### src/icache_defs.svh
// cache geometry and bus widths, included by the package and by the testbench
`ifndef ICACHE_DEFS_SVH
`define ICACHE_DEFS_SVH

// associativity of the cache
`define ICACHE_WAYS 4

// number of sets, one line per way in each set
`define ICACHE_SETS 64

// a refill line is transferred in a single return beat
`define ICACHE_LINE_BITS 128

// width of one fetched instruction word
`define ICACHE_FETCH_BITS 32

// physical address width
// the upper half of the address space is the I/O region
`define ICACHE_PADDR_BITS 32

`endif

### src/icache_pkg.sv
// shared instruction cache types, referenced by scoped name from the design files
`default_nettype none

`include "icache_defs.svh"

package icache_pkg;

  //////////////////////////////
  // address fields
  //////////////////////////////

  // physical fetch address
  typedef logic [`ICACHE_PADDR_BITS-1:0] paddr_t;

  // set index sits right above the line offset
  typedef logic [$clog2(`ICACHE_SETS)-1:0] index_t;

  // byte offset inside a line
  typedef logic [$clog2(`ICACHE_LINE_BITS/8)-1:0] offset_t;

  // remaining upper address bits
  typedef logic [`ICACHE_PADDR_BITS-$clog2(`ICACHE_SETS)-$clog2(`ICACHE_LINE_BITS/8)-1:0] tag_t;

  //////////////////////////////
  // payloads and way vectors
  //////////////////////////////

  typedef logic [`ICACHE_LINE_BITS-1:0] line_t;
  typedef logic [`ICACHE_FETCH_BITS-1:0] word_t;
  typedef logic [`ICACHE_WAYS-1:0] way_oh_t;
  typedef logic [$clog2(`ICACHE_WAYS)-1:0] way_idx_t;

  // one entry of the tag memory
  typedef struct packed {
    logic valid;
    tag_t tag;
  } tag_entry_t;

  // kind of packet on the return port
  typedef enum logic {
    IFILL,
    INV
  } rtrn_type_e;

  // controller states
  typedef enum logic [1:0] {
    FLUSH,
    IDLE,
    READ,
    MISS
  } ctrl_state_e;

endpackage

`default_nettype wire

### src/icache_repl.sv
// replacement way choice for refills, first invalid way or a pseudo-random way when the set is full
`timescale 1ns/10ps
`default_nettype none

module icache_repl (
  input  logic                  clk_i,
  input  logic                  rst_ni,
  input  icache_pkg::way_oh_t   valid_bits_i,
  input  logic                  cmp_en_i,
  input  logic                  fill_i,
  output icache_pkg::way_idx_t  repl_way_o,
  output icache_pkg::way_oh_t   repl_way_oh_o
);

  logic [7:0]           lfsr_q;
  icache_pkg::way_idx_t inv_way;
  logic                 all_valid;

  // scan from the top so the lowest invalid way is kept
  always_comb begin : p_first_invalid
    inv_way   = '0;
    all_valid = 1'b1;
    for (int i = $bits(icache_pkg::way_oh_t) - 1; i >= 0; i--) begin
      if (!valid_bits_i[i]) begin
        inv_way   = icache_pkg::way_idx_t'(i);
        all_valid = 1'b0;
      end
    end
  end

  assign repl_way_o = all_valid ? lfsr_q[$bits(icache_pkg::way_idx_t)-1:0] : inv_way;

  // maximal length 8-bit lfsr, taps 8 6 5 4
  // advances once per line fill
  always_ff @(posedge clk_i or negedge rst_ni) begin : p_lfsr
    if (!rst_ni) begin
      lfsr_q <= 8'hA5;
    end else if (fill_i) begin
      lfsr_q <= {lfsr_q[6:0], lfsr_q[7] ^ lfsr_q[5] ^ lfsr_q[4] ^ lfsr_q[3]};
    end
  end

  // capture the choice while the lookup result is fresh
  // the refill writes this way later
  always_ff @(posedge clk_i or negedge rst_ni) begin : p_repl_oh
    if (!rst_ni) begin
      repl_way_oh_o <= '0;
    end else if (cmp_en_i) begin
      repl_way_oh_o <= icache_pkg::way_oh_t'(1) << repl_way_o;
    end
  end

endmodule

`default_nettype wire

### config.mk
export PLATFORM = sky130hd
export DESIGN_NAME = icache_repl
export DESIGN_NICKNAME = d
export VERILOG_FILES = /design/src/icache_pkg.sv /design/src/icache_repl.sv
export VERILOG_INCLUDE_DIRS = /design/src
export SDC_FILE = /design/constraint.sdc
export NUM_CORES = 1
export LEC_CHECK = 0
export BUFFER_PORTS_ARGS = -buffer_cell sky130_fd_sc_hd__buf_2
export CAP_MARGIN = 10
export CORE_AREA = 2 2 39 41
export DETAILED_ROUTE_END_ITERATION = 7
export DIE_AREA = 0 0 41 43
export PLACE_DENSITY = 0.64
export SLEW_MARGIN = 30
export SYNTH_ARGS = -nofsm -noshare
export SYNTH_HDL_FRONTEND = slang
export SYNTH_SLANG_ARGS = --single-unit
### constraint.sdc
create_clock -name clk_i -period 1.35 [get_ports clk_i]
set_input_delay 0.0675 -clock clk_i [delete_from_list [all_inputs] [get_ports clk_i]]
set_output_delay 0.0675 -clock clk_i [all_outputs]
set_load 0.05 [all_outputs]
==> results of run 1 <==
[worst register-to-register path, cell delays in order (launching register included)]
cell     delay (ns)
dfstp_2        0.54
nor2b_2        0.05
o21ai_2        0.13
buf_4          0.14
a41o_1         0.16
[metrics by stage]
| stage | power, uW | setup slack, ns |
|---|---|---|
| after floorplan | 950 | 0.0980 |
| after global placement | 1030 | 0.220 |
| after detailed placement | 1040 | 0.182 |
| after CTS | 1370 | -0.0106 |
| after global routing | 1470 | -0.0513 |
| final | 1370 | -0.000247 |
[power by group through the flow]
stage	combinational, uW	sequential [uW]	clock, uW
floorplan	297	652	0
global placement	400	630	0
detailed placement	409	636	0
CTS	450	628	288
global route	510	647	312
finish	470	625	275
[layer usage]
metal / share of wire / vias to the layer above
li1: - / 192
met1: 0.44 / 167
met2: 0.46 / 15
met3: 0.074 / 4
met4: 0.024 / 0
met5: 0 / -
[sequential cells by signal, summed over array words and instances (netlist names)]
name / count
lfsr_q: 8
repl_way_oh_o: 4
[worst max path at each step]
stage,startpoint,to,slack (ns),cells past startpoint
6_report,lfsr_q[0]$_DFFE_PN1P_,repl_way_o[0],-0.0002,4
5_1_grt,lfsr_q[0]$_DFFE_PN1P_,repl_way_o[0],-0.05,4
4_1_cts,lfsr_q[0]$_DFFE_PN1P_,repl_way_o[0],-0.01,4
3_5_place_dp,lfsr_q[0]$_DFFE_PN1P_,repl_way_o[0],0.18,4
3_3_place_gp,lfsr_q[0]$_DFFE_PN1P_,repl_way_o[0],0.22,4
2_1_floorplan,lfsr_q[0]$_DFFE_PN1P_,repl_way_o[0],0.1,3
[repair_timing]
item	in CTS	in global routing
setup buffers	1	2
pin swaps	0	1
resized for setup	5	2
endpoints found under the setup margin	1	2
gates cloned	0	0
hold buffers	1	0
hold endpoints to repair	12	0
[cells by family (layout without fill, tap and decap cells)]
| logic type | Yosys count | after routing | share of synthesized area |
|---|---|---|---|
| DFF | 12 | 12 | 0.560 |
| muxes | 7 | 7 | 0.145 |
| xor gates and xnor gates | 3 | 3 | 0.0482 |
| buffers and inverters | 5 | 26 | 0.0367 |
| and+or+nand+nor | 9 | 9 | 0.0895 |
| AOI/OAI and AO/OA | 8 | 8 | 0.122 |
[placed cells by master, fill, tap and decap left out, drive strengths merged]
cell type     n
xnor2         3
nor2b         4
buf          17
nor2          1
clkbuf        4
mux2          7
dlygate4sd3   1
nand2         3
a21o          1
dfrtp         8
a31o          1
and2          1
a41o          1
inv           4
a41oi         1
o21ai         2
a21oi         1
dfstp         4
o31ai         1
[final cells by class]
class                      count  area [um2]
fill                         123         664
sequential                    12         305
timing repair buffer          18         118
clock buffer                   4        36.3
inverter                       4        15.0
multi-input combinational     27         225
tap                           16        20.0
==> results.ini, run 1 <==
[drt]
drc=0
ant_nets=0
via_per_inst=4.67
vias=378
wirelength_um=883
route.detailed.wl_per_inst_um=10.9
drt_iter0_markers=2
dr.pass1.iters=3

[logic_synthesis]
synth_top_cell_by_area=dfrtp_1
async_flop_share=1.00
netlist_top_cells_count=dfrtp_1, mux2_2, dfstp_2
ys_seq_elements=12
synth.most_common_cell=dfrtp_1
ys_types=20
synth_top_area_frac=0.367
synth_fp_nets=52
seq_area_frac_synth=0.560
synthTopCellsByArea=dfrtp_1, dfstp_2, mux2_2
ys.warnings.count=0
syn_area_per_cell_um2=12.4
synth.cell_area_um2=546
ys.flop_type=dfrtp_1
synthCells=44
synth_edf_count=0

[min_path]
min_path_cells=2
hold_end=lfsr_q[0]$_DFFE_PN1P_
hp-start=fill_i
hp-class=input pin to register

[global_routing]
grt_max_degree=13
grt_pass1_wl_um=1290
met3_usage=0.0314
antenna_found_initial=0
busiest_layer=met2
met2_usage=0.156
use_met1=0.139
grt.overflow.total=0
grt_pass1_vias=328
gr-usage-all-layers=0.114

[power]
swShare=0.294
p_comb_frac=0.343
powerDensity_mw_per_mm2=1900
leakagePower_uw=0.000346
p_int_uw=967
switchingPower_uw=403
power_frac_clock=0.201
seq_power_share=0.456
peakVddDrop_mv=1.07

[worst_setup_path]
reg2reg_from=lfsr_q[0]$_DFFE_PN1P_
crit_type=register to output port
cp_cell_sequence=nor2b_2 > o21ai_2 > and2_4 > buf_8
critPathMaxStageDelay_ns=0.54
end_kind=output port
start_kind=register
arrival_ns=1.28
worstPathRequired_ns=1.28
cp_num_buf_inv=1
critPathTopFamily=flip-flops
r2r-end=repl_way_oh_o[1]$_DFFE_PN0P_
r2r_slack_ns=0.27
cp_slowest_cell=dfstp_2
reg2reg_depth=4
cp_max_fo=2

[timing]
final.setup.tns_ns=-0.000247
max_freq_ghz=0.741
tightestPinTransition_ns=0.251
period_share=1.00
slew_violations=0
whs_ns=0.0804
hold_viol_final=0
finalClockSkew_ns=0.00410
setup_slack_ns=-0.000247
min_period_ns=1.35
rsz0062_at_grt=true
setup-violations-final=1
max_slew_margin=0.833

[clocking]
htreeDepth=1
cts_root_buf=clkbuf_4
numCtsBuffers=3
clkTransAtPathRegs_ns=0.07
insertion_delay_ns=0.27
clk_path_buf_depth=2
cts.sinks=12
cts_tree=done

[flow_run]
drv_cap=0

[finish]
final_cell_count_no_fill=81
diodes=0
syn_to_final_growth_pct=31.9
fin_util=0.520
fin_nets=74
stdcell_area_um2=719
drive_above_1_share=0.585

[placement]
io_buffers=13
post_dp_cell_area_um2=633
gp_congestion=0.669
dp_hpwl_um=656
dpl.cell_count=73

[floorplan]
start_util=0.394
num_rows=14
coreArea_mm2=0.00138
die_y_um=43
dieWidth_um=41
io_pins=14
dieArea_mm2=0.00176

[status]
failed_checks=setup timing
outcome=finished with violations

(Power assumes the default switching activity.)
==> inputs of run 2 (changes only) <==
--- a/config.mk
+++ b/config.mk
@@ -6,12 +6,13 @@
 export SDC_FILE = /design/constraint.sdc
 export NUM_CORES = 1
 export LEC_CHECK = 0
+export ABC_AREA = 1
 export BUFFER_PORTS_ARGS = -buffer_cell sky130_fd_sc_hd__buf_2
 export CAP_MARGIN = 10
 export CORE_AREA = 2 2 39 41
 export DETAILED_ROUTE_END_ITERATION = 7
 export DIE_AREA = 0 0 41 43
-export PLACE_DENSITY = 0.64
+export PLACE_DENSITY = 0.67
 export SLEW_MARGIN = 30
 export SYNTH_ARGS = -nofsm -noshare
 export SYNTH_HDL_FRONTEND = slang
==> run 2 against run 1 <==
The flow still finishes with violations (setup timing). First-iteration DRC count grew to 5.5 times the previous value. Register-to-register slack lost 0.08 ns. Clock power grew 6%. Setup slack lost 0.0050 ns. Final cell count grew 36%. Worst hold slack gained 0.0099 ns. Global-route usage grew 4.7 points. Critical path type unchanged. Largest cell class unchanged. Largest power group unchanged. Highest routed layer unchanged.
==> results.ini, run 2 <==
[floorplan]
io_pins=14  ; unchanged
num_rows=14  ; unchanged
coreArea_mm2=0.00138  ; unchanged
dieWidth_um=41  ; unchanged
start_util=0.422  ; +0.0280
dieArea_mm2=0.00176  ; unchanged
die_y_um=43  ; unchanged

[timing]
period_share=1.00  ; +0.00368
tightestPinTransition_ns=0.266  ; +0.0157 ns
setup-violations-final=1  ; unchanged
slew_violations=0  ; unchanged
rsz0062_at_grt=true
max_slew_margin=0.822  ; -0.0104
setup_slack_ns=-0.00522  ; -0.00497 ns
max_freq_ghz=0.738  ; -0.37%
final.setup.tns_ns=-0.00522  ; -0.00497 ns
min_period_ns=1.36  ; +0.00497 ns
hold_viol_final=0  ; unchanged
finalClockSkew_ns=0.00110  ; -0.00300 ns

[drt]
ant_nets=0  ; unchanged
drc=0  ; unchanged
wirelength_um=1080  ; +22%
via_per_inst=4.49  ; -3.8%
route.detailed.wl_per_inst_um=9.82  ; -9.9%
dr.pass1.iters=5  ; +2
vias=494  ; +31%
drt_iter0_markers=11  ; +9

[min_path]
hp-class=input pin to register

[finish]
layout_commonest_cell=nand2_1
top_regs=lfsr_q (8), repl_way_oh_o (4)
largest_reg_flops=8  ; unchanged
stdcell_area_um2=733  ; +1.9%
final_cell_mix=nand2_1, buf_2, inv_1
final_cell_count_no_fill=110  ; +36%
fin_nets=103  ; +39%
multiInputGateArea_um2=226  ; +0.56%
max_flop_register=lfsr_q
diodes=0  ; unchanged
seq_area_um2=305  ; unchanged
fill_cells=139  ; +13%
syn_to_final_growth_pct=25.5
drive_above_1_share=0.362  ; -0.223

[worst_setup_path]
critPathLaunch=lfsr_q[0]$_DFFE_PN1P_
arrival_ns=1.29  ; about the same
start_kind=register
crit_path_end=repl_way_o[0]
r2r-end=repl_way_oh_o[0]$_DFFE_PN0P_
end_kind=output port
r2r_slack_ns=0.19  ; -0.08 ns
reg2reg_depth=8  ; +4
cp_max_fo=3  ; +1
worstPathRequired_ns=1.28  ; about the same
reg2reg_from=lfsr_q[0]$_DFFE_PN1P_
crit_type=register to output port

[logic_synthesis]
synth_top_area_frac=0.343  ; -0.0244
synth.most_common_cell=nand2_1
syn_area_per_cell_um2=7.69  ; -38%
synthCells=76  ; +73%
async_flop_share=1.00  ; unchanged
ys_types=12  ; -40%
ys.flop_type=dfrtp_1
synth_fp_nets=84  ; +62%
synthTopCellsByArea=dfrtp_1, nand2_1, dfstp_2
synth_edf_count=0  ; unchanged
ys.warnings.count=0  ; unchanged
ys_seq_elements=12  ; unchanged
synth_top_cell_by_area=dfrtp_1
netlist_top_cells_count=nand2_1, inv_1, dfrtp_1, o21ai_0
synth.cell_area_um2=584  ; +7.1%
seq_area_frac_synth=0.522  ; -0.0371

[flow_run]
drv_cap=0  ; unchanged

[power]
switchingPower_uw=367  ; -8.9%
p_int_uw=722  ; -25%
power_frac_clock=0.268  ; +0.067
p_comb_frac=0.270  ; -0.073
total_power_uw=1090  ; -20%
seq_power_share=0.462  ; +0.006
swShare=0.337  ; +0.0428
leakagePower_uw=0.000412  ; +19%
powerDensity_mw_per_mm2=1490  ; -22%
peakVddDrop_mv=0.704  ; -34%

[clocking]
clkTransAtPathRegs_ns=0.08  ; about the same
numCtsBuffers=3  ; unchanged
cts.sinks=12  ; unchanged
cts_root_buf=clkbuf_4
clk_path_buf_depth=2  ; unchanged
htreeDepth=1  ; unchanged
cts_tree=done
insertion_delay_ns=0.27  ; about the same

[status]
failed_checks=setup timing
outcome=finished with violations

[placement]
dpl_worst_slack_ns=0.181  ; -0.00135 ns
dp_hpwl_um=785  ; +20%
gp_congestion=0.693  ; +3.6%
post_dp_cell_area_um2=664  ; +4.9%
dpl.cell_count=104  ; +42%
io_buffers=13  ; unchanged

[global_routing]
antenna_found_initial=0  ; unchanged
grt_max_degree=13  ; unchanged
gr-usage-all-layers=0.161  ; +0.0471
grt_pass1_wl_um=1860  ; +44%
grt.overflow.total=0  ; unchanged
grt_pass1_vias=433  ; +32%

==> run 2: cell types whose count changed after synthesis, moves of 2 or more <==
cell     previous run  this run
nand2_1             3        29
inv_1               3        12
o21ai_0             0         8
mux2_2              7         0
nand2_2             0         4
nand3_1             0         3
nor2b_1             3         0
xnor2_1             3         0
nor2_1              1         3
==> run 2: area by class of cell <==
class / count / area share
Sequential cell: 12 / 0.416
Clock buffer: 4 / 0.0495
Timing Repair Buffer: 15 / 0.126
Inverter: 14 / 0.0717
Tap cell: 16 / 0.0273
Multi-Input combinational cell: 49 / 0.309
==> run 2: what timing repair did <==
| action | 4_1_cts | 5_1_grt |
|---|---|---|
| resized for setup | 5 | 2 |
| hold endpoints to repair | 12 | 0 |
| buffers inserted | 1 | 0 |
| pin swaps | 2 | 3 |
| hold buffers | 1 | 0 |
| endpoints found under the setup margin | 1 | 1 |
==> run 2: per-layer routing <==
metal | track usage | up-vias | wire length, um
li1 | - | 263 | -
met1 | 0.248 | 215 | 503
met2 | 0.191 | 12 | 497
met3 | 0.0314 | 4 | 48
met4 | 0.120 | 0 | 31
met5 | 0 | - | 0
==> run 2: logic make-up after synthesis <==
logic type | share of synthesized area
simple gates | 0.291
buf+inv | 0.0985
flops | 0.522
compound gates | 0.0878
==> run 2: per-stage QoR <==
step / hold WS (ns) / util
after global routing: 0.112 / 0.530
after global placement: -0.0396 / 0.480
after floorplan: -0.228 / -
final: 0.0903 / 0.530
after CTS: 0.0861 / 0.526
after detailed placement: -0.0360 / 0.480
==> run 2: worst max-delay path, stage by stage, from the launching register on <==
cell and delay [ns]:
dfstp_2 0.55, inv_2 0.04, nand2_2 0.05, nand2_2 0.05
nand2_2 0.07, nand2_2 0.06, inv_2 0.06, buf_8 0.14
==> run 2: worst min path at each step <==
| stage | slack, ns | depth (start not counted) | endpoint | start |
|---|---|---|---|---|
| after floorplan | -0.23 | 0 | lfsr_q[1]$_DFFE_PN0P_ | rst_ni |
| after global placement | -0.04 | 1 | repl_way_oh_o[3]$_DFFE_PN0P_ | rst_ni |
| after detailed placement | -0.04 | 1 | repl_way_oh_o[0]$_DFFE_PN0P_ | rst_ni |
| after CTS | 0.09 | 2 | lfsr_q[5]$_DFFE_PN1P_ | fill_i |
| after global routing | 0.11 | 3 | repl_way_oh_o[1]$_DFFE_PN0P_ | cmp_en_i |
| final | 0.09 | 2 | lfsr_q[5]$_DFFE_PN1P_ | fill_i |
==> run 2: power groups by stage <==
stage	combinational [uW]	sequential (uW)	clock (uW)
3_3_place_gp	273	506	0
4_1_cts	292	505	297
5_1_grt	341	518	312
2_1_floorplan	175	539	0
6_report	294	503	292
3_5_place_dp	277	510	0
