**src/icache_defs.svh**
```systemverilog
// cache geometry and bus widths, included by the package and by the testbench
`ifndef ICACHE_DEFS_SVH
`define ICACHE_DEFS_SVH

// associativity of the cache
`define ICACHE_WAYS 4

// number of sets, one line per way in each set
`define ICACHE_SETS 64

// a refill line is transferred in a single return beat
`define ICACHE_LINE_BITS 128

// width of one fetched instruction word
`define ICACHE_FETCH_BITS 32

// physical address width
// the upper half of the address space is the I/O region
`define ICACHE_PADDR_BITS 32

`endif

```
**src/icache_pkg.sv**
```systemverilog
// shared instruction cache types, referenced by scoped name from the design files
`default_nettype none

`include "icache_defs.svh"

package icache_pkg;

  //////////////////////////////
  // address fields
  //////////////////////////////

  // physical fetch address
  typedef logic [`ICACHE_PADDR_BITS-1:0] paddr_t;

  // set index sits right above the line offset
  typedef logic [$clog2(`ICACHE_SETS)-1:0] index_t;

  // byte offset inside a line
  typedef logic [$clog2(`ICACHE_LINE_BITS/8)-1:0] offset_t;

  // remaining upper address bits
  typedef logic [`ICACHE_PADDR_BITS-$clog2(`ICACHE_SETS)-$clog2(`ICACHE_LINE_BITS/8)-1:0] tag_t;

  //////////////////////////////
  // payloads and way vectors
  //////////////////////////////

  typedef logic [`ICACHE_LINE_BITS-1:0] line_t;
  typedef logic [`ICACHE_FETCH_BITS-1:0] word_t;
  typedef logic [`ICACHE_WAYS-1:0] way_oh_t;
  typedef logic [$clog2(`ICACHE_WAYS)-1:0] way_idx_t;

  // one entry of the tag memory
  typedef struct packed {
    logic valid;
    tag_t tag;
  } tag_entry_t;

  // kind of packet on the return port
  typedef enum logic {
    IFILL,
    INV
  } rtrn_type_e;

  // controller states
  typedef enum logic [1:0] {
    FLUSH,
    IDLE,
    READ,
    MISS
  } ctrl_state_e;

endpackage

`default_nettype wire

```
**src/icache_array_if.sv**
```systemverilog
// array command bundle, driven by the cache controller and sampled by the way memories
`timescale 1ns/10ps
`default_nettype none

interface icache_array_if;

  // tag and valid memories, one request bit per way
  icache_pkg::way_oh_t tag_req;
  logic                tag_we;
  icache_pkg::index_t  tag_addr;
  // valid bit stored along with wtag on a write
  logic                tag_wdata_valid;
  icache_pkg::tag_t    wtag;

  // line memories
  icache_pkg::way_oh_t data_req;
  logic                data_we;
  icache_pkg::index_t  data_addr;

  // byte offset of the word picked from a hitting line
  icache_pkg::offset_t rd_offset;

  modport ctrl_mp (
    output tag_req, tag_we, tag_addr, tag_wdata_valid, wtag,
    output data_req, data_we, data_addr, rd_offset
  );

  modport array_mp (
    input tag_req, tag_we, tag_addr, tag_wdata_valid, wtag,
    input data_req, data_we, data_addr, rd_offset
  );

endinterface

`default_nettype wire

```
**src/icache_ctrl.sv**
```systemverilog
// instruction cache controller with the fetch FSM, flush sequencer, array steering and refill port
`timescale 1ns/10ps
`default_nettype none

`include "icache_defs.svh"

module icache_ctrl (
  input  logic                    clk_i,
  input  logic                    rst_ni,
  input  logic                    en_i,
  input  logic                    flush_i,
  input  logic                    req_i,
  input  icache_pkg::paddr_t      addr_i,
  output logic                    ready_o,
  output logic                    valid_o,
  output logic                    busy_o,
  output logic                    miss_o,
  icache_array_if.ctrl_mp         arr_if,
  input  icache_pkg::way_oh_t     hit_i,
  input  icache_pkg::word_t       hit_word_i,
  output icache_pkg::tag_t        cmp_tag_o,
  output logic                    cmp_en_o,
  input  icache_pkg::way_idx_t    repl_way_i,
  input  icache_pkg::way_oh_t     repl_way_oh_i,
  output logic                    fill_o,
  output logic                    mem_req_o,
  input  logic                    mem_ack_i,
  output icache_pkg::paddr_t      mem_paddr_o,
  output logic                    mem_nc_o,
  output icache_pkg::way_idx_t    mem_way_o,
  input  logic                    mem_rtrn_vld_i,
  input  icache_pkg::rtrn_type_e  mem_rtrn_type_i,
  input  icache_pkg::line_t       mem_rtrn_data_i,
  input  logic                    mem_inv_all_i,
  input  logic                    mem_inv_vld_i,
  input  icache_pkg::index_t      mem_inv_idx_i,
  input  icache_pkg::way_idx_t    mem_inv_way_i,
  output icache_pkg::word_t       data_o
);

  localparam int OFF_W = $bits(icache_pkg::offset_t);
  localparam int IDX_W = $bits(icache_pkg::index_t);
  localparam int MSB   = `ICACHE_PADDR_BITS - 1;

  icache_pkg::ctrl_state_e state_d, state_q;
  icache_pkg::paddr_t      addr_d, addr_q;
  icache_pkg::index_t      flush_cnt_d, flush_cnt_q;
  icache_pkg::index_t      index_d;
  icache_pkg::offset_t     offset_q;
  icache_pkg::way_oh_t     inv_way_oh;
  logic cache_en_d, cache_en_q;
  logic flush_d, flush_q;
  logic cmp_en_d, cmp_en_q;
  logic inv_q;
  logic rst_done_q;
  logic lookup;
  logic cache_rden;
  logic cache_wren;
  logic flush_en;
  logic flush_done;
  logic inv_en;
  logic paddr_is_nc;

  //////////////////////////////
  // address plumbing
  //////////////////////////////

  // a taken request replaces the held address
  assign addr_d   = (ready_o && req_i) ? addr_i : addr_q;
  assign index_d  = addr_d[OFF_W +: IDX_W];
  // fetches are 32-bit aligned
  assign offset_q = {addr_q[OFF_W-1:2], 2'b00};

  // I/O region and a disabled cache both take the NC path
  assign paddr_is_nc = ~cache_en_q | addr_q[MSB];

  // NC reads fetch one word, cacheable misses a whole line
  assign mem_paddr_o = paddr_is_nc ? {addr_q[MSB:2], 2'b00} :
                                     {addr_q[MSB:OFF_W], {OFF_W{1'b0}}};
  assign mem_nc_o    = paddr_is_nc;
  assign mem_way_o   = repl_way_i;

  assign cmp_tag_o = addr_q[MSB -: $bits(icache_pkg::tag_t)];
  assign cmp_en_o  = cmp_en_q;
  assign fill_o    = cache_wren;
  assign busy_o    = (state_q != icache_pkg::IDLE);

  // an NC return carries the word in every slot, so the offset select works for both
  assign data_o = cmp_en_q ? hit_word_i : mem_rtrn_data_i[{offset_q, 3'b000} +: `ICACHE_FETCH_BITS];

  // invalidations are consumed whenever they arrive
  assign inv_en = mem_rtrn_vld_i & (mem_rtrn_type_i == icache_pkg::INV);

  // compare only in the cycle after a cacheable lookup read
  assign cmp_en_d = lookup & cache_en_q & ~addr_d[MSB];

  //////////////////////////////
  // main FSM
  //////////////////////////////

  always_comb begin : p_fsm
    state_d    = state_q;
    cache_en_d = cache_en_q & en_i;
    flush_d    = flush_q | flush_i;
    flush_en   = 1'b0;
    lookup     = 1'b0;
    cache_rden = 1'b0;
    cache_wren = 1'b0;
    ready_o    = 1'b0;
    valid_o    = 1'b0;
    mem_req_o  = 1'b0;
    miss_o     = 1'b0;

    unique case (state_q)
      // clear one set per cycle
      icache_pkg::FLUSH: begin
        flush_en = 1'b1;
        if (flush_done) begin
          state_d    = icache_pkg::IDLE;
          flush_d    = 1'b0;
          cache_en_d = en_i;
        end
      end
      icache_pkg::IDLE: begin
        lookup = 1'b1;
        // enabling always starts from an empty cache
        if (flush_d || (en_i && !cache_en_q)) begin
          state_d = icache_pkg::FLUSH;
        end else if (rst_done_q && !mem_rtrn_vld_i) begin
          ready_o = 1'b1;
          if (req_i) begin
            cache_rden = cache_en_q;
            state_d    = icache_pkg::READ;
          end
        end
      end
      // result of the lookup, or miss/NC request
      icache_pkg::READ: begin
        lookup     = 1'b1;
        // arrays are read again every cycle so an invalidation is seen
        cache_rden = cache_en_q;
        if (|hit_i && !inv_q) begin
          valid_o = 1'b1;
          state_d = icache_pkg::IDLE;
          // pipeline the next request unless a return or flush is pending
          if (!mem_rtrn_vld_i && !flush_d) begin
            ready_o = 1'b1;
            if (req_i) begin
              state_d = icache_pkg::READ;
            end
          end
        end else if (!inv_q) begin
          lookup    = 1'b0;
          mem_req_o = 1'b1;
          if (mem_ack_i) begin
            miss_o  = ~paddr_is_nc;
            state_d = icache_pkg::MISS;
          end
        end
      end
      // wait for the refill, NC data never lands in the arrays
      icache_pkg::MISS: begin
        if (mem_rtrn_vld_i && mem_rtrn_type_i == icache_pkg::IFILL) begin
          valid_o    = 1'b1;
          cache_wren = ~paddr_is_nc;
          state_d    = icache_pkg::IDLE;
        end
      end
      default: begin
        state_d = icache_pkg::IDLE;
      end
    endcase
  end

  //////////////////////////////
  // array steering
  //////////////////////////////

  assign flush_done  = (flush_cnt_q == icache_pkg::index_t'(`ICACHE_SETS - 1));
  assign flush_cnt_d = flush_done ? '0 :
                       flush_en   ? flush_cnt_q + 1'b1 :
                                    flush_cnt_q;

  assign inv_way_oh = icache_pkg::way_oh_t'(1) << mem_inv_way_i;

  // flush counter over invalidation over lookup
  assign arr_if.tag_addr = flush_en ? flush_cnt_q :
                           inv_en   ? mem_inv_idx_i :
                                      index_d;

  always_comb begin : p_tag_mask
    if (flush_en) begin
      arr_if.tag_req = '1;
    end else if (inv_en) begin
      arr_if.tag_req = mem_inv_all_i ? '1 : (mem_inv_vld_i ? inv_way_oh : '0);
    end else if (cache_rden) begin
      arr_if.tag_req = '1;
    end else if (cache_wren) begin
      arr_if.tag_req = repl_way_oh_i;
    end else begin
      arr_if.tag_req = '0;
    end
  end

  // only a fill sets a valid bit
  assign arr_if.tag_we          = flush_en | inv_en | cache_wren;
  assign arr_if.tag_wdata_valid = cache_wren;
  assign arr_if.wtag            = cmp_tag_o;

  assign arr_if.data_req  = cache_rden ? '1 : (cache_wren ? repl_way_oh_i : '0);
  assign arr_if.data_we   = cache_wren;
  assign arr_if.data_addr = index_d;
  assign arr_if.rd_offset = offset_q;

  //////////////////////////////
  // registers
  //////////////////////////////

  always_ff @(posedge clk_i or negedge rst_ni) begin : p_regs
    if (!rst_ni) begin
      state_q     <= icache_pkg::IDLE;
      flush_cnt_q <= '0;
      cache_en_q  <= 1'b0;
      flush_q     <= 1'b0;
      cmp_en_q    <= 1'b0;
      inv_q       <= 1'b0;
      rst_done_q  <= 1'b0;
    end else begin
      state_q     <= state_d;
      flush_cnt_q <= flush_cnt_d;
      cache_en_q  <= cache_en_d;
      flush_q     <= flush_d;
      cmp_en_q    <= cmp_en_d;
      // a hit in the cycle after an invalidation is not trusted
      inv_q       <= inv_en;
      // requests are taken from the second cycle after reset
      rst_done_q  <= 1'b1;
    end
  end

  always_ff @(posedge clk_i) begin : p_addr
    addr_q <= addr_d;
  end

endmodule

`default_nettype wire

```
**src/flat_wrapper.sv**
```systemverilog
// flat-port wrapper written by rule: the top's interface ports become plain ports
module icache_ctrl_flat 
  (clk_i, rst_ni, en_i, flush_i, req_i, addr_i, ready_o, valid_o, busy_o, miss_o, hit_i, hit_word_i, cmp_tag_o, cmp_en_o, repl_way_i, repl_way_oh_i, fill_o, mem_req_o, mem_ack_i, mem_paddr_o, mem_nc_o, mem_way_o, mem_rtrn_vld_i, mem_rtrn_type_i, mem_rtrn_data_i, mem_inv_all_i, mem_inv_vld_i, mem_inv_idx_i, mem_inv_way_i, data_o, arr_if_tag_req, arr_if_tag_we, arr_if_tag_addr, arr_if_tag_wdata_valid, arr_if_wtag, arr_if_data_req, arr_if_data_we, arr_if_data_addr, arr_if_rd_offset);
  icache_array_if arr_if_i ();
  input  logic clk_i;
  input  logic rst_ni;
  input  logic en_i;
  input  logic flush_i;
  input  logic req_i;
  input  icache_pkg::paddr_t addr_i;
  output logic ready_o;
  output logic valid_o;
  output logic busy_o;
  output logic miss_o;
  input  icache_pkg::way_oh_t hit_i;
  input  icache_pkg::word_t hit_word_i;
  output icache_pkg::tag_t cmp_tag_o;
  output logic cmp_en_o;
  input  icache_pkg::way_idx_t repl_way_i;
  input  icache_pkg::way_oh_t repl_way_oh_i;
  output logic fill_o;
  output logic mem_req_o;
  input  logic mem_ack_i;
  output icache_pkg::paddr_t mem_paddr_o;
  output logic mem_nc_o;
  output icache_pkg::way_idx_t mem_way_o;
  input  logic mem_rtrn_vld_i;
  input  icache_pkg::rtrn_type_e mem_rtrn_type_i;
  input  icache_pkg::line_t mem_rtrn_data_i;
  input  logic mem_inv_all_i;
  input  logic mem_inv_vld_i;
  input  icache_pkg::index_t mem_inv_idx_i;
  input  icache_pkg::way_idx_t mem_inv_way_i;
  output icache_pkg::word_t data_o;
  output wire logic [$bits(arr_if_i.tag_req)-1:0] arr_if_tag_req;
  output wire logic [$bits(arr_if_i.tag_we)-1:0] arr_if_tag_we;
  output wire logic [$bits(arr_if_i.tag_addr)-1:0] arr_if_tag_addr;
  output wire logic [$bits(arr_if_i.tag_wdata_valid)-1:0] arr_if_tag_wdata_valid;
  output wire logic [$bits(arr_if_i.wtag)-1:0] arr_if_wtag;
  output wire logic [$bits(arr_if_i.data_req)-1:0] arr_if_data_req;
  output wire logic [$bits(arr_if_i.data_we)-1:0] arr_if_data_we;
  output wire logic [$bits(arr_if_i.data_addr)-1:0] arr_if_data_addr;
  output wire logic [$bits(arr_if_i.rd_offset)-1:0] arr_if_rd_offset;
  assign arr_if_tag_req = arr_if_i.tag_req;
  assign arr_if_tag_we = arr_if_i.tag_we;
  assign arr_if_tag_addr = arr_if_i.tag_addr;
  assign arr_if_tag_wdata_valid = arr_if_i.tag_wdata_valid;
  assign arr_if_wtag = arr_if_i.wtag;
  assign arr_if_data_req = arr_if_i.data_req;
  assign arr_if_data_we = arr_if_i.data_we;
  assign arr_if_data_addr = arr_if_i.data_addr;
  assign arr_if_rd_offset = arr_if_i.rd_offset;
  icache_ctrl u_core (.clk_i(clk_i), .rst_ni(rst_ni), .en_i(en_i), .flush_i(flush_i), .req_i(req_i), .addr_i(addr_i), .ready_o(ready_o), .valid_o(valid_o), .busy_o(busy_o), .miss_o(miss_o), .arr_if(arr_if_i), .hit_i(hit_i), .hit_word_i(hit_word_i), .cmp_tag_o(cmp_tag_o), .cmp_en_o(cmp_en_o), .repl_way_i(repl_way_i), .repl_way_oh_i(repl_way_oh_i), .fill_o(fill_o), .mem_req_o(mem_req_o), .mem_ack_i(mem_ack_i), .mem_paddr_o(mem_paddr_o), .mem_nc_o(mem_nc_o), .mem_way_o(mem_way_o), .mem_rtrn_vld_i(mem_rtrn_vld_i), .mem_rtrn_type_i(mem_rtrn_type_i), .mem_rtrn_data_i(mem_rtrn_data_i), .mem_inv_all_i(mem_inv_all_i), .mem_inv_vld_i(mem_inv_vld_i), .mem_inv_idx_i(mem_inv_idx_i), .mem_inv_way_i(mem_inv_way_i), .data_o(data_o));
endmodule
```
**config.mk**
```make
export PLATFORM = sky130hd
export DESIGN_NAME = icache_ctrl_flat
export DESIGN_NICKNAME = d
export VERILOG_FILES = /design/src/icache_pkg.sv /design/src/icache_array_if.sv /design/src/icache_ctrl.sv /design/src/flat_wrapper.sv
export VERILOG_INCLUDE_DIRS = /design/src
export SDC_FILE = /design/constraint.sdc
export NUM_CORES = 1
export LEC_CHECK = 0
export ABC_CLOCK_PERIOD_IN_PS = 2300
export BUFFER_PORTS_ARGS = -buffer_cell sky130_fd_sc_hd__buf_2
export CORE_AREA = 8 8 134 136
export CTS_BUF_LIST = sky130_fd_sc_hd__clkbuf_4 sky130_fd_sc_hd__clkbuf_8
export CTS_CLUSTER_DIAMETER = 200
export DETAILED_ROUTE_END_ITERATION = 6
export DIE_AREA = 0 0 142 144
export PLACE_DENSITY_LB_ADDON = 0.08
export SLEW_MARGIN = 20
export SYNTH_ARGS = -nofsm -noshare
export SYNTH_HDL_FRONTEND = slang
export SYNTH_SLANG_ARGS = --single-unit
```
**constraint.sdc**
```tcl
create_clock -name clk_i -period 2.3 [get_ports clk_i]
set_input_delay 0.115 -clock clk_i [delete_from_list [all_inputs] [get_ports clk_i]]
set_output_delay 0.115 -clock clk_i [all_outputs]
set_load 0.1 [all_outputs]
```
==> results of run 1 <==
## state kept, by name, indices dropped and copies added, names as in the netlist
name                cells
u_core.cmp_en_o         1
u_core.rst_done_q       1
u_core.flush_cnt_q      6
u_core.addr_q          30
u_core.state_q          2
u_core.flush_q          1
u_core.cache_en_q       1
u_core.inv_q            1
## worst reg2reg max path: stages (launching register included)
cell	delay [ns]
dfstp_2	0.58
ha_4	0.14
and2_4	0.13
o2bb2ai_2	0.10
and3_4	0.28
buf_4	0.14
mux2_2	0.33
nor3_1	0.19
## power groups by stage
stage	logic, uW	clock network, uW	registers, uW
floorplan	380	0	828
global placement	579	0	829
detailed placement	586	0	829
CTS	621	622	812
global route	684	650	812
finish	650	599	812
## cell type report
type | instances | area [um^2]
fill | 1641 | 9520
timing repair buffer | 411 | 2750
multi-input combinational | 184 | 2180
sequential | 43 | 1160
tap | 220 | 275
clock buffer | 5 | 68.8
inverter | 12 | 45.0
clock inverter | 3 | 38.8
antenna | 4 | 10.0
## path summary, 6_finish.rpt
check	cells after the start	endpoint	startpoint	slack, ns
max	7	arr_if_tag_addr[3]	u_core.state_q[0]	-0.20
min	2	u_core.cache_en_q	en_i	0.04
max reg2reg	7	u_core.cmp_en_o	u_core.state_q[0]	0.31
min reg2reg	1	u_core.flush_cnt_q[5]	u_core.flush_cnt_q[5]	0.55
max in group asynchronous	2	u_core.state_q[0]	rst_ni	1.76
min in group asynchronous	2	u_core.cache_en_q	rst_ni	0.24
## cells in the final DEF, fill, tap and decap left out, types with 2 or more instances in the layout
| cell | n |
|---|---|
| dlygate4sd3_1 | 24 |
| o21ai_0 | 9 |
| o31ai_1 | 2 |
| dfxtp_1 | 6 |
| nand4_1 | 2 |
| o31a_4 | 2 |
| diode_2 | 4 |
| a31oi_1 | 2 |
| buf_6 | 20 |
| mux2_4 | 36 |
| clkbuf_8 | 5 |
| and3_1 | 2 |
| edfxtp_1 | 23 |
| nand2b_1 | 3 |
| or3_1 | 2 |
| nor4_4 | 2 |
| dfrtp_1 | 11 |
| ha_2 | 2 |
| a21oi_1 | 3 |
| nand2_2 | 5 |
| nor2_1 | 12 |
| buf_2 | 297 |
| nand2_1 | 9 |
| buf_4 | 47 |
| conb_1 | 5 |
| o21ai_2 | 5 |
| nand3_1 | 4 |
| xnor2_1 | 3 |
| buf_12 | 20 |
| ha_1 | 2 |
| nand3b_1 | 3 |
| a22oi_2 | 4 |
| inv_1 | 11 |
| nor3_1 | 4 |
| mux2_2 | 5 |
| and2_2 | 2 |
| mux4_2 | 32 |
## Yosys cell counts (3+ instances only)
master	number
xnor2_1	3
dfrtp_1	12
nor2_1	14
buf_2	3
nand3b_1	3
mux2_2	38
edfxtp_1	23
and3_1	3
o21ai_0	15
mux2_4	3
clkbuf_1	10
a22oi_1	4
nand3_1	4
mux4_2	32
ha_1	5
and2_1	4
nand2b_1	4
dfxtp_1	7
nor3_1	5
inv_1	12
buf_4	58
a21oi_1	3
nand2_1	14
## through the flow
| step | hold slack, ns | setup TNS [ns] |
|---|---|---|
| 2_1_floorplan | -0.181 | -5.65 |
| 3_5_place_dp | 0.0479 | 0 |
| 5_1_grt | 0.0466 | -3.20 |
| 3_3_place_gp | 0.0417 | 0 |
| 4_1_cts | 0.00419 | -1.39 |
| 6_report | 0.0448 | -1.45 |
## cells by family after synthesis
| kind of cell | Yosys count |
|---|---|
| AO/OA/AOI/OAI | 38 |
| XOR/XNOR | 3 |
| adder cells (fa/ha/maj) | 5 |
| buffers and inverters | 85 |
| flip-flops | 43 |
| multiplexers | 73 |
| other | 2 |
| AND/OR/NAND/NOR | 60 |
## routing by layer
layer	vias to the layer above	wire [um]
met5	-	0
met4	0	363
met3	21	1300
met2	172	9960
met1	1817	6270
li1	1791	-
## timing repair
action                                  CTS  global route
hold buffers                             23             1
hold endpoints to repair                 34             1
resized for setup                        33           102
endpoints found under the setup margin   17            30
pin swaps                                 5            10
cloned                                    0             2
buffers inserted                          2             8
==> flow_summary.ini, run 1 <==
[outcome]
status = finished, violations left
failed_checks = setup timing

[global_route]
grt_use_met3_pct = 4.13
grt_antenna_before_repair = 4
grt_max_degree = 35
grt_usage_pct = 15.6
globalRouteOverflowTotal = 0
grtUsageMet2_pct = 29.9
grt_use_met1_pct = 16.6
grt_pass1_wl_mm = 24.4
grt_pass1_vias = 4035
busiest_layer = met2

[power_and_ir_drop]
total_leakage_power_uw = 0.00311
clkPwrFrac_pct = 29.1
vdd_ir_drop_max_mv = 0.203
internal-power_uw = 1410
power_uw = 2060
seqPwrFrac_pct = 39.4
power_density_nw_per_um2 = 315
swShare_pct = 31.5
comb_power_share_pct = 31.5
p_switching_uw = 649

[floorplan]
initial_core_util_pct = 22.3
coreArea_um2 = 16100
die-area_um2 = 20400
rows = 47
io_pins = 365
chipHeight_um = 144
die_x_um = 142

[worst_setup_path]
cp_max_fo = 8
crit_path_end_kind = primary output
cp_data_arrival_time_ns = 2.39
cp_cell_sequence = ha_4, and2_4, o2bb2ai_2, and3_4, mux2_4, o31a_4, buf_12
critPathLaunchType = flip-flop
criticalPathCategory = flip-flop to primary output
crit_required_ns = 2.18
crit_slowest_cell = dfstp_2
path_buf_inv = 1
slowest_delay_ns = 0.58
crit_family = flip-flops

[cts]
cts_buffers = 5
clock-sinks = 43
clock_path_buffers = 2
clk_pin_slew_ns = 0.09
cts_tree = yes
cts-root-buf = clkbuf_8
insertion_delay_ns = 0.30
htree_num_levels = 2

[sta]
fmax_mhz = 400
setup_viol = 11
hold_violations = 0
fin_crit_ns = 2.50
finalMaxSlewViolations = 0
clock_skew_ns = 0.00831
setup_ws_ns = -0.201
period_share_pct = 109
rsz0062_at_grt = yes

[synthesis]
synth_compound_area_share_pct = 7.29
synth_top_area_share_pct = 20.2
synth_edf_count = 23
ys_types = 45
async_reset_ff_share_pct = 30.2
synth_adder_area_share_pct = 1.75
synthMuxAreaShare_pct = 33.4
synthXorXnorAreaFrac_pct = 0.736
synth_top_family_by_area = multiplexers
synth-simple-area-share_pct = 8.86
synth.avg_cell_area_um2 = 11.6
synth_area_leader_cell = mux4_2
synth.cell_area_um2 = 3570
ys_ff_latch = 43
ys_top_cells_by_area = mux4_2 20%, edfxtp_1 19%, buf_4 12%, mux2_2 12%, dfrtp_1 8.4%
yosysWarnings = 0
ys.flop_type = edfxtp_1
ys_seq_area_share_pct = 32.4
synthCells = 309

[final_layout]
area_growth_syn_to_layout_pct = 82.9
fin_area_um2 = 6540
final_nets = 882
finalNonFillerCells = 882
final_util_pct = 40.7
layout-drive-gt1-share_pct = 77.2

[routing]
postRouteAntennaNets = 0
vias_per_cell = 4.31
drt_iter0_drc = 119
drtPass1Iterations = 4
vias = 3801
routed_wl_mm = 17.9
routedWlPerCell_um = 20.3
drc_errors = 0

[place]
gp_congestion = 0.945
io_buffer_count = 354
placed_cell_area_um2 = 5750
hpwl_mm = 15.1
post-place-ws_ns = 0.00403
dp.cells = 834

[job]
maxCapViolCount = 0

[hold_path]
hp-class = input port to flip-flop
No activity file was read; power rests on OpenSTA's default activity.
==> run 2, diff against run 1 <==
--- a/config.mk
+++ b/config.mk
@@ -6,11 +6,11 @@
 export SDC_FILE = /design/constraint.sdc
 export NUM_CORES = 1
 export LEC_CHECK = 0
-export ABC_CLOCK_PERIOD_IN_PS = 2300
+export ABC_CLOCK_PERIOD_IN_PS = 2100
 export BUFFER_PORTS_ARGS = -buffer_cell sky130_fd_sc_hd__buf_2
 export CORE_AREA = 8 8 134 136
 export CTS_BUF_LIST = sky130_fd_sc_hd__clkbuf_4 sky130_fd_sc_hd__clkbuf_8
-export CTS_CLUSTER_DIAMETER = 200
+export CTS_CLUSTER_DIAMETER = 60
 export DETAILED_ROUTE_END_ITERATION = 6
 export DIE_AREA = 0 0 142 144
 export PLACE_DENSITY_LB_ADDON = 0.08
@@ -18,3 +18,4 @@
 export SYNTH_ARGS = -nofsm -noshare
 export SYNTH_HDL_FRONTEND = slang
 export SYNTH_SLANG_ARGS = --single-unit
+export TNS_END_PERCENT = 100
==> constraint.sdc (replaced) <==
create_clock -name clk_i -period 2.1 [get_ports clk_i]
set_input_delay 0.105 -clock clk_i [delete_from_list [all_inputs] [get_ports clk_i]]
set_output_delay 0.105 -clock clk_i [all_outputs]
set_load 0.1 [all_outputs]
==> flow_summary.ini, run 2 (synthesized netlist as in run 1, its figures left out) <==
[floorplan]
die_x_um = 142
initial_core_util_pct = 22.3
die-area_um2 = 20400
io_pins = 365
rows = 47
chipHeight_um = 144
coreArea_um2 = 16100

[cts]
clk_pin_slew_ns = 0.08
clock_path_buffers = 2
clock-sinks = 43
cts-root-buf = clkbuf_8
htree_num_levels = 2
cts_tree = yes
insertion_delay_ns = 0.29
cts_buffers = 5

[place]
placed_cell_area_um2 = 6010
dp.cells = 843
hpwl_mm = 15.1
gp_congestion = 0.935
io_buffer_count = 354

[final_layout]
finalNonFillerCells = 896
reg_top3 = u_core.addr_q: 30 flops, u_core.flush_cnt_q: 6 flops, u_core.state_q: 2 flops
largest_register = u_core.addr_q
area_growth_syn_to_layout_pct = 105
mostFrequentLayoutCells = 294 x buf_2, 67 x buf_12, 38 x mux2_4, 32 x mux4_2
largest_reg_flops = 30
final_common_cell = buf_2
fillerInstances = 1540
final_nets = 896
layout-drive-gt1-share_pct = 78.4
fin_area_um2 = 7330

[hold_path]
worstHoldStart = en_i
hold_path_depth = 2
hp-class = input port to flip-flop
min_to = u_core.cache_en_q

[routing]
drt_iter0_drc = 108
vias = 3903
routedWlPerCell_um = 20.7
routed_wl_mm = 18.6
drtPass1Iterations = 4
vias_per_cell = 4.36
drc_errors = 0
postRouteAntennaNets = 0

[power_and_ir_drop]
power_uw = 2370
power_density_nw_per_um2 = 323
vdd_ir_drop_max_mv = 0.210
total_leakage_power_uw = 0.00340

[global_route]
grt_max_degree = 35
grt_usage_pct = 16.8
grt_pass1_wl_mm = 25.9
globalRouteOverflowTotal = 0
grt_pass1_vias = 4286
grt_antenna_before_repair = 4

[worst_setup_path]
criticalPathCategory = flip-flop to primary output
timing.rr.end = u_core.cmp_en_o
cp_data_arrival_time_ns = 2.37
cp_max_fo = 7
crit_required_ns = 2.00
rrSetupSlack_ns = -0.07
r2r_cells = 9
r2r-start = u_core.state_q[0]
critPathLaunchType = flip-flop
crit_path_end_kind = primary output

[sta]
setup_ws_ns = -0.380
fmax_mhz = 403
setup_viol = 33
maxSlewHeadroom_pct = 65.8
worst_pin_slew_ns = 0.516
period_share_pct = 118
finalMaxSlewViolations = 0
rsz0062_at_grt = yes
clock_skew_ns = 0.0114
fin_crit_ns = 2.48
hold_violations = 0

[outcome]
failed_checks = setup timing
status = finished, violations left

[job]
maxCapViolCount = 0
-- run 2: per-stage QoR --
stage | worst slack (ns) | TNS, ns | hold slack (ns) | util [%]
after CTS | -0.388 | -6.13 | 0.0171 | 45.0
after detailed placement | -0.199 | -0.891 | 0.0273 | 37.4
after global routing | -0.471 | -9.24 | 0.0172 | 45.7
final | -0.380 | -4.51 | 0.0313 | 45.7
after global placement | -0.170 | -0.674 | 0.0256 | 37.4
after floorplan | -0.558 | -13.53 | -0.191 | -
-- run 2: power by group --
part,internal [uW],switching [uW],total (uW),leakage (uW)
Sequential,888,1.11,889,0.000417
Clock,382,289,672,0.0000593
Combinational,386,421,808,0.00293
-- run 2: how the worst max path moves through the flow --
stage                     slack (ns)  cells after the start                  to              start
after floorplan                -0.56                      4   arr_if_tag_req[0]  u_core.addr_q[31]
after global placement         -0.17                      7  arr_if_tag_addr[4]  u_core.state_q[0]
after detailed placement       -0.20                      7  arr_if_tag_addr[4]  u_core.state_q[0]
after CTS                      -0.39                      7  arr_if_tag_addr[4]  u_core.state_q[0]
after global routing           -0.47                      7  arr_if_tag_addr[4]  u_core.state_q[0]
final                          -0.38                      7  arr_if_tag_addr[4]  u_core.state_q[0]
-- run 2: final cells by class --
class	instances	area [um^2]	area share, %
clock inverters	1	30.0	0.409
well taps	220	275	3.75
diodes	4	10.0	0.136
multi-input cells	184	2270	30.9
flip-flops and latches	43	1160	15.8
repair buffers	425	3460	47.2
clock buffers	7	83.8	1.14
inverters	12	45.0	0.614
-- run 2: worst max-delay path: stages (launching register included) --
cell and delay [ns]:
dfstp_2 0.59, ha_4 0.15, and2_4 0.15, o2bb2ai_4 0.10, and3_4 0.28, mux2_4 0.33, o311a_4 0.32, buf_12 0.17
-- run 2: per-layer routing --
metal	GRT usage, %	vias up	share of wire, %
met1	17.2	1902	34
li1	-	1825	-
met4	4.52	0	1.2
met5	0	-	0
met3	4.32	16	7.2
met2	32.8	160	58
-- run 2: repair_timing --
action / CTS / global route
pin swaps: 6 / 8
resized for setup: 169 / 27
gates cloned: 5 / 0
endpoints found under the setup margin: 49 / 58
hold buffers: 24 / 0
setup buffers: 10 / 6
endpoints found under the hold margin: 36 / 0
